===== src/source/a_defines.svh =====
`ifndef A_DEFINES_SVH
`define A_DEFINES_SVH

// Selects the behavioral RAM body in dpsram
`define _VERILATOR 1

// RAM contents cleared while reset is held
`define RAM_RST_CLEAR 1

`endif

===== src/source/cache_pkg.sv =====
`default_nettype none

package cache_pkg;

  parameter int unsigned ADDR_W     = 32;   // Byte address width
  parameter int unsigned WORD_W     = 32;   // CPU word
  parameter int unsigned LINE_WORDS = 4;    // Words per line, one data RAM lane each

  typedef enum logic [2:0] {
    IDLE,                                   // Waiting for request or invalidate
    LOOKUP,                                 // Tag and line read data valid
    REFILL,                                 // Collecting beats from memory
    REPLAY,                                 // Fresh read after refill
    FLUSH                                   // Invalidation walk over all sets
  } cache_state_e;

  typedef struct packed {
    logic              valid;               // One-cycle strobe
    logic [ADDR_W-1:0] addr;                // Byte address
  } cpu_req_t;

  typedef struct packed {
    logic              valid;               // One-cycle pulse
    logic [WORD_W-1:0] data;                // Requested word
  } cpu_resp_t;

endpackage

`default_nettype wire


===== src/source/mem_pkg.sv =====
`default_nettype none

package mem_pkg;

  // Line fill request toward the memory side
  typedef struct packed {
    logic                        valid;     // One-cycle pulse
    logic [cache_pkg::ADDR_W-1:0] addr;     // Line aligned byte address
  } mem_req_t;

  // One refill beat, words arrive in order
  typedef struct packed {
    logic                        valid;     // Beat strobe
    logic [cache_pkg::WORD_W-1:0] data;     // One word of the line
  } mem_resp_t;

endpackage

`default_nettype wire


===== src/source/icache_ctrl.sv =====
`timescale 1ns/10ps
`default_nettype none

module icache_ctrl #(
  parameter int unsigned SETS  = 64,                                // Power of two
  parameter int unsigned TAG_W = 22                                 // Derived by top
) (
  input  wire                                                clk0,
  input  wire                                                rst_n0,
  input  wire  cache_pkg::cpu_req_t                           req_i,
  input  wire                                                inval_i,
  input  wire  mem_pkg::mem_resp_t                            mem_resp_i,
  input  wire  [TAG_W:0]                                      tag_rdata_i,  // {valid, tag}
  input  wire  [cache_pkg::LINE_WORDS*cache_pkg::WORD_W-1:0]  data_rdata_i, // Whole line
  output cache_pkg::cpu_resp_t                                resp_o,
  output logic                                               busy_o,
  output mem_pkg::mem_req_t                                   mem_req_o,
  output logic [$clog2(SETS)-1:0]                             tag_raddr_o,
  output logic                                               tag_ren_o,
  output logic [$clog2(SETS)-1:0]                             tag_waddr_o,
  output logic                                               tag_wen_o,
  output logic [TAG_W:0]                                      tag_wdata_o,
  output logic [$clog2(SETS)-1:0]                             data_raddr_o,
  output logic                                               data_ren_o,
  output logic [$clog2(SETS)-1:0]                             data_waddr_o,
  output logic [cache_pkg::LINE_WORDS-1:0]                    data_we_o,    // One lane per beat
  output logic [cache_pkg::LINE_WORDS*cache_pkg::WORD_W-1:0]  data_wdata_o
);
  import cache_pkg::*;
  import mem_pkg::*;

  localparam int unsigned SET_W  = $clog2(SETS);
  localparam int unsigned WSEL_W = $clog2(LINE_WORDS);             // Word within line
  localparam int unsigned OFF_W  = WSEL_W + 2;                     // Plus byte offset
  localparam int unsigned TAG_LO = OFF_W + SET_W;

  if (SETS < 2 || (1 << SET_W) != SETS) begin : g_bad_sets
    $error("icache_ctrl needs SETS as a power of two of at least 2");
  end
  if (TAG_LO + TAG_W != ADDR_W) begin : g_bad_tag
    $error("icache_ctrl TAG_W does not fill the address");
  end

  cache_state_e                      state_q;
  cache_state_e                      state_d;
  logic [ADDR_W-1:0]                 addr_q;                        // Latched request
  logic [SET_W-1:0]                  flush_q;                       // Walk pointer
  logic [WSEL_W-1:0]                 beat_q;                        // Next lane to fill
  cpu_resp_t                         resp_q;
  mem_req_t                          mem_req_q;
  logic                              accept_req;
  logic                              accept_inval;
  logic                              hit;
  logic                              last_beat;
  logic [SET_W-1:0]                  req_idx;
  logic [SET_W-1:0]                  cur_idx;
  logic [TAG_W-1:0]                  cur_tag;
  logic [WSEL_W-1:0]                 cur_word;
  logic [LINE_WORDS-1:0][WORD_W-1:0] line_words;
  logic [LINE_WORDS-1:0]             lane_sel;

  // Invalidate wins over a request in the same cycle
  assign accept_inval = inval_i && (state_q == IDLE);
  assign accept_req   = req_i.valid && !inval_i && (state_q == IDLE);

  assign req_idx    = req_i.addr[OFF_W +: SET_W];
  assign cur_idx    = addr_q[OFF_W +: SET_W];
  assign cur_tag    = addr_q[TAG_LO +: TAG_W];
  assign cur_word   = addr_q[2 +: WSEL_W];
  assign line_words = data_rdata_i;

  assign hit       = tag_rdata_i[TAG_W] && (tag_rdata_i[TAG_W-1:0] == cur_tag);
  assign last_beat = mem_resp_i.valid && (beat_q == WSEL_W'(LINE_WORDS - 1));

  always_comb begin
    state_d = state_q;
    case (state_q)
      IDLE: begin
        if (accept_inval) begin
          state_d = FLUSH;
        end else if (accept_req) begin
          state_d = LOOKUP;
        end
      end
      LOOKUP: begin
        state_d = hit ? IDLE : REFILL;                              // Miss starts refill
      end
      REFILL: begin
        if (last_beat) begin
          state_d = REPLAY;
        end
      end
      REPLAY: begin
        state_d = LOOKUP;                                           // Read issued here
      end
      FLUSH: begin
        if (flush_q == SET_W'(SETS - 1)) begin
          state_d = IDLE;
        end
      end
      default: begin
        state_d = IDLE;
      end
    endcase
  end

  // Port 0 reads, new request in IDLE or replay of the latched one
  always_comb begin
    tag_ren_o   = accept_req;
    tag_raddr_o = req_idx;
    if (state_q == REPLAY) begin
      tag_ren_o   = 1'b1;
      tag_raddr_o = cur_idx;
    end
  end

  assign data_ren_o   = tag_ren_o;                                  // Tag and line together
  assign data_raddr_o = tag_raddr_o;

  // Port 1 tag writes, valid on last beat and cleared during walk
  always_comb begin
    tag_wen_o   = (state_q == REFILL) && last_beat;
    tag_waddr_o = cur_idx;
    tag_wdata_o = {1'b1, cur_tag};
    if (state_q == FLUSH) begin
      tag_wen_o   = 1'b1;
      tag_waddr_o = flush_q;
      tag_wdata_o = '0;
    end
  end

  always_comb begin
    lane_sel         = '0;
    lane_sel[beat_q] = 1'b1;
  end

  assign data_waddr_o = cur_idx;
  assign data_we_o    = ((state_q == REFILL) && mem_resp_i.valid) ? lane_sel : '0;
  assign data_wdata_o = {LINE_WORDS{mem_resp_i.data}};             // Lane enable picks one

  always_ff @(posedge clk0) begin
    if (!rst_n0) begin
      state_q         <= IDLE;
      flush_q         <= '0;
      beat_q          <= '0;
      resp_q.valid    <= 1'b0;
      mem_req_q.valid <= 1'b0;
    end else begin
      state_q         <= state_d;
      resp_q.valid    <= (state_q == LOOKUP) && hit;
      mem_req_q.valid <= (state_q == LOOKUP) && !hit;              // Pulse after lookup
      if (state_q == FLUSH) begin
        flush_q <= flush_q + 1'b1;                                  // Wraps to 0 at end
      end
      if ((state_q == REFILL) && mem_resp_i.valid) begin
        beat_q <= beat_q + 1'b1;                                    // Wraps after last beat
      end
    end
    // Payload, no reset
    if (accept_req) begin
      addr_q <= req_i.addr;
    end
    if (state_q == LOOKUP) begin
      resp_q.data    <= line_words[cur_word];
      mem_req_q.addr <= {addr_q[ADDR_W-1:OFF_W], OFF_W'(0)};       // Line aligned
    end
  end

  assign resp_o    = resp_q;
  assign mem_req_o = mem_req_q;
  assign busy_o    = (state_q != IDLE);

endmodule

`default_nettype wire


===== config.mk =====
export PLATFORM = sky130hd
export DESIGN_NAME = icache_ctrl
export DESIGN_NICKNAME = d
export VERILOG_FILES = /design/src/source/a_defines.svh /design/src/source/cache_pkg.sv /design/src/source/mem_pkg.sv /design/src/source/icache_ctrl.sv
export SDC_FILE = /design/constraint.sdc
export NUM_CORES = 1
export LEC_CHECK = 0
export BUFFER_PORTS_ARGS = -buffer_cell sky130_fd_sc_hd__buf_2
export CELL_PAD_IN_SITES_DETAIL_PLACEMENT = 0
export CELL_PAD_IN_SITES_GLOBAL_PLACEMENT = 2
export CORE_AREA = 2 2 182 184
export DETAILED_ROUTE_END_ITERATION = 12
export DIE_AREA = 0 0 184 186
export PLACE_DENSITY_LB_ADDON = 0.1
export SLEW_MARGIN = 20
export SYNTH_ARGS = -nofsm -noshare
export SYNTH_HDL_FRONTEND = slang
export SYNTH_SLANG_ARGS = --single-unit

===== constraint.sdc =====
create_clock -name clk0 -period 7 [get_ports clk0]
set_input_delay 1.4 -clock clk0 [delete_from_list [all_inputs] [get_ports clk0]]
set_output_delay 1.4 -clock clk0 [all_outputs]
set_load 0.02 [all_outputs]

After elaboration in Yosys (flattened, before gate mapping)
Index checks and enable logic that the tools add are counted.
- bits in registers: 105
- input bits: 220
- output and inout bits: 249
- $add $sub $neg: 2
- order comparisons: 3
- equal/unequal tests: 10
- multiplexer cells: 16
- reduce and logical (&&, ||, !) cells: 15
- operators with widths (cell ; number):
    $bmux 32 s2 ; 1
    $mux 32 ; 1
    $mux 23 ; 1
    $eq 22x22->1 ; 1
    $pmux 3 s5 ; 1
    $mux 3 ; 4
    $mux 6 ; 2
    $logic_and 1x1->1 ; 10
    $add 6x1->6 const B ; 1
    $eq 3x2->1 const B ; 2
    $eq 6x6->1 const B ; 1
    $lt 2x3->1 const B ; 2
    $mux 4 ; 1
    $ne 2x2->1 const B ; 2
    $eq 3x1->1 const B ; 1
    $eq 3x3->1 const B ; 1
    $logic_not 3->1 ; 1
    $mux 1 ; 3
    $ne 3x3->1 const B ; 1
    $reduce_and 3->1 ; 1
    $reduce_bool 3->1 ; 1
    $add 2x1->2 const B ; 1
    $demux 1 s2 ; 1
    $eq 2x2->1 const B ; 1
    other kinds (3) ; 4

Depth between registers and ports, before layout
- depth in word-level cells: 6
- gate-level depth with buffers: 7
- depth with buffers taken out: 5

Worst setup path before layout
No wires, ideal clock.
- kind: register to register
- start point: reg state_q[1]
- end point: reg resp_q (netlist bit resp_o[32])
- arrival: 5.567 ns
- setup slack: 1.346 ns
- cell stages (with the launch flop): 4
- buffers on the path: 1
- clock period less this slack: 5.654 ns
- path through: dfxtp_1 > buf_2 > nor3b_1 > and4_1
- cells in the longest elaborated chain, start to end: 2
- ends and longest elaborated chain (item ; RTL line ; RTL):
    from (decl) ; icache_ctrl.sv:44 ; cache_state_e state_q;
    from (signal assigned) ; icache_ctrl.sv:149 ; state_q <= state_d;
    $eq 3x1->1 ; icache_ctrl.sv:150 ; resp_q.valid <= (state_q == LOOKUP) && hit;
    $logic_and 1x1->1 ; icache_ctrl.sv:150 ;
    to (decl) ; icache_ctrl.sv:49 ; cpu_resp_t resp_q;
No other way between the ends.
A chain may end at the register's enable or synchronous reset.

Final worst setup path
- start point: reg state_q[2]
- end point: out tag_wdata_o[6]
- cells in the longest elaborated chain, start to end: 2
- ends and longest elaborated chain (item ; RTL line ; RTL):
    $eq 3x3->1 ; icache_ctrl.sv:125 ; if (state_q == FLUSH) begin
    $mux 23 ; icache_ctrl.sv:125 ;
    to (decl) ; icache_ctrl.sv:22 ; output logic [TAG_W:0] tag_wdata_o,
No other way between the ends.

==> results.toml <==
[critical_path]
r2r_start = "state_q[2]"
start_kind = "flop"
critPathRequiredTime_ns = 5.60
worstPathArrival_ns = 2.36
critPathKind = "reg -> out"
rr_endpoint = "state_q[1]"
rrSetupSlack_ns = 4.84
r2r_cells = 5
endpoint_kind = "output port"
path_max_fanout = 32

[layout]
drive_gt1_share_pct = 61.26
synthToLayoutAreaGrowth_pct = 20.72
nets = 824
layout_commonest_cell = "buf_2"
final_cell_mix = "302 x buf_2, 90 x edfxtp_1, 33 x and2_1"

[grt]
grt_max_degree = 46
grt_pass1_wl_mm = 26.17
grt-ovfl-total = 0
grt_pass1_vias = 4071
grt.total_usage_pct = 10.55
grt_antenna_before_repair = 2

[timing]
worst_pin_slew_ns = 0.8785
hold_viol = 0
rsz0062_at_grt = "no"
fin_hold_ws_ns = 0.4973
fin_crit_ns = 3.761
layout_setup_ws_ns = 3.239
finalSetupViolations = 0
fmax_mhz = 265.9
drv_slew = 0
max_slew_margin_pct = 40.90
setup_tns_ns = 0
fin_crit_sh_pct = 53.73
fin_worst_skew_ns = 0.01160

[synthesis]
synth-seq-cells = 103
yosys_warnings = 0
yosysUniqueCellTypes = 40
yosysSeqAreaShare_pct = 50.68
synthCells = 437
syn-cell-area_um2 = 5846
syn_area_per_cell_um2 = 13.38

[min_path]
holdPathStages = 0
hold_start = "addr_q[22]"
holdPathEnd = "mem_req_o[22]"
hold_class = "reg -> reg"

[drt]
drc = 0
num_vias = 3732
routed_via_density = 3.684
drt_wl_total_mm = 18.59
drt_iter0_drc = 106
dr.pass1.iters = 4
routedWlPerCell_um = 18.35
antenna_left = 0

[clocking]
hold_buffers = 0
post_cts_buffers = 0
htree_levels = 3
cts_max_path_buffers = 2
clk_pin_slew_ns = 0.09
clk_latency_ns = 0.36
cts_made_buffers = 9
cts_tree = "done"
cts-resized-gates = 0
cts.sinks = 103
cts_root_buf = "clkbuf_16"

[flow_run]
drv_cap = 0

[place]
dp_hpwl_mm = 14.77
portBuffers = 302
pre_cts_ws_ns = 3.284
gp_congestion = 0.7954

[floorplanning]
initial_core_util_pct = 18.15
die_w_um = 184
die_y_um = 186
dieArea_um2 = 34220
pin_count = 469
rows = 66
core_area_um2 = 32210

[pwr]
peakVddDrop_mv = 0.09775
p_sw_uw = 438.3
swShare_pct = 28.87
cellInternalPower_uw = 1080
power.density_nw_per_um2 = 215.2
p_comb_share_pct = 18.7
pwr-share-clk_pct = 33.8
p_seq_share_pct = 47.5
p_leak_uw = 0.002904

[run_status]
outcome = "finished clean"
==> flip-flops by register name, indices dropped and copies added, names as in the netlist <==
register   cells
mem_req_o     29
state_q        3
beat_q         2
resp_o        33
flush_q        6
addr_q        30
==> how the worst max path moves through the flow <==
stage                   start        endpoint  slack [ns]  depth (start not counted)
2_1_floorplan      state_q[1]      resp_o[32]        1.35                          3
3_3_place_gp   mem_resp_i[32]       tag_wen_o        3.28                          5
3_5_place_dp   mem_resp_i[32]       tag_wen_o        3.28                          5
4_1_cts            state_q[2]  tag_wdata_o[0]        3.15                          4
5_1_grt            state_q[2]  tag_wdata_o[8]        3.02                          4
6_report           state_q[2]  tag_wdata_o[6]        3.24                          4
==> critical path: stages, from the launching register on <==
cell	delay, ns
dfxtp_1	0.48
nor3b_4	0.61
inv_2	0.45
and2_1	0.29
buf_2	0.16
==> cells by family after synthesis <==
kind of cell / synth area share [%]
adders and majority gates: 1.070
muxes: 13.48
DFF: 50.68
and+or+nand+nor: 8.798
xor gates and xnor gates: 4.345
AOI/OAI and AO/OA: 1.306
other: 0.06415
buffers and inverters: 20.25
==> metrics by stage <==
stage | total power (uW) | instance area [um2] | utilization [%] | std cells
final | 1518 | 7057 | 21.91 | 1013
after global routing | 1608 | 7057 | 21.91 | 1013
after CTS | 1570 | 7054 | 21.90 | 1012
after detailed placement | 1029 | 6763 | 21.00 | 996
after global placement | 1028 | 6763 | 21.00 | 996
after floorplan | 1011 | 5857 | - | 440
==> power groups by stage <==
stage | registers [uW] | clock network [uW] | logic (uW)
floorplan | 751 | 0 | 260
global placement | 735 | 0 | 293
detailed placement | 736 | 0 | 293
CTS | 722 | 555 | 294
global route | 725 | 572 | 310
finish | 721 | 514 | 284
==> synth_stat cells <==
library cell / number / share of area, %
and2_1: 33 / 3.5
nor3_2: 1 / 0.17
buf_4: 148 / 19
conb_1: 1 / 0.064
o221a_2: 1 / 0.19
a21oi_1: 4 / 0.34
edfxtp_1: 90 / 46
and2b_1: 1 / 0.13
nand3b_1: 1 / 0.13
xor2_1: 4 / 0.60
and3_1: 1 / 0.11
nand2_2: 1 / 0.11
clkbuf_1: 3 / 0.19
buf_2: 4 / 0.34
and4bb_4: 1 / 0.28
nor2_1: 2 / 0.13
nor3b_2: 1 / 0.21
xnor2_1: 25 / 3.7
inv_1: 4 / 0.26
nor3b_4: 1 / 0.32
a41oi_2: 1 / 0.28
dfxtp_1: 13 / 4.5
ha_1: 5 / 1.1
and4_1: 1 / 0.15
a31oi_1: 1 / 0.11
nand2_1: 25 / 1.6
o21bai_1: 1 / 0.13
nand4_1: 9 / 0.96
inv_2: 1 / 0.064
nand3_1: 1 / 0.086
buf_6: 1 / 0.19
nor2b_1: 3 / 0.32
nor4_1: 3 / 0.32
a22oi_1: 1 / 0.13
a21boi_0: 1 / 0.13
or2_2: 1 / 0.11
mux2_2: 6 / 1.2
buf_1: 3 / 0.19
mux4_2: 32 / 12
nor3b_1: 1 / 0.13
==> metal layers <==
| metal | track usage (%) | routed length [um] |
|---|---|---|
| met3 | 3.483 | 1457 |
| met1 | 11.50 | 6895 |
| met4 | 2.752 | 224 |
| met5 | 0 | 13 |
| met2 | 19.56 | 9995 |
==> area by class of cell <==
cell class / count / area [um2]
diodes: 1 / 2.502
clock buffers: 10 / 229.0
clock inverters: 6 / 62.56
fillers: 3511 / 25150
inverters: 5 / 18.77
multi-input cells: 173 / 1722
flip-flops and latches: 103 / 2963
well taps: 408 / 510.5
repair buffers: 307 / 1549
Power figures use the tool's default switching activity.
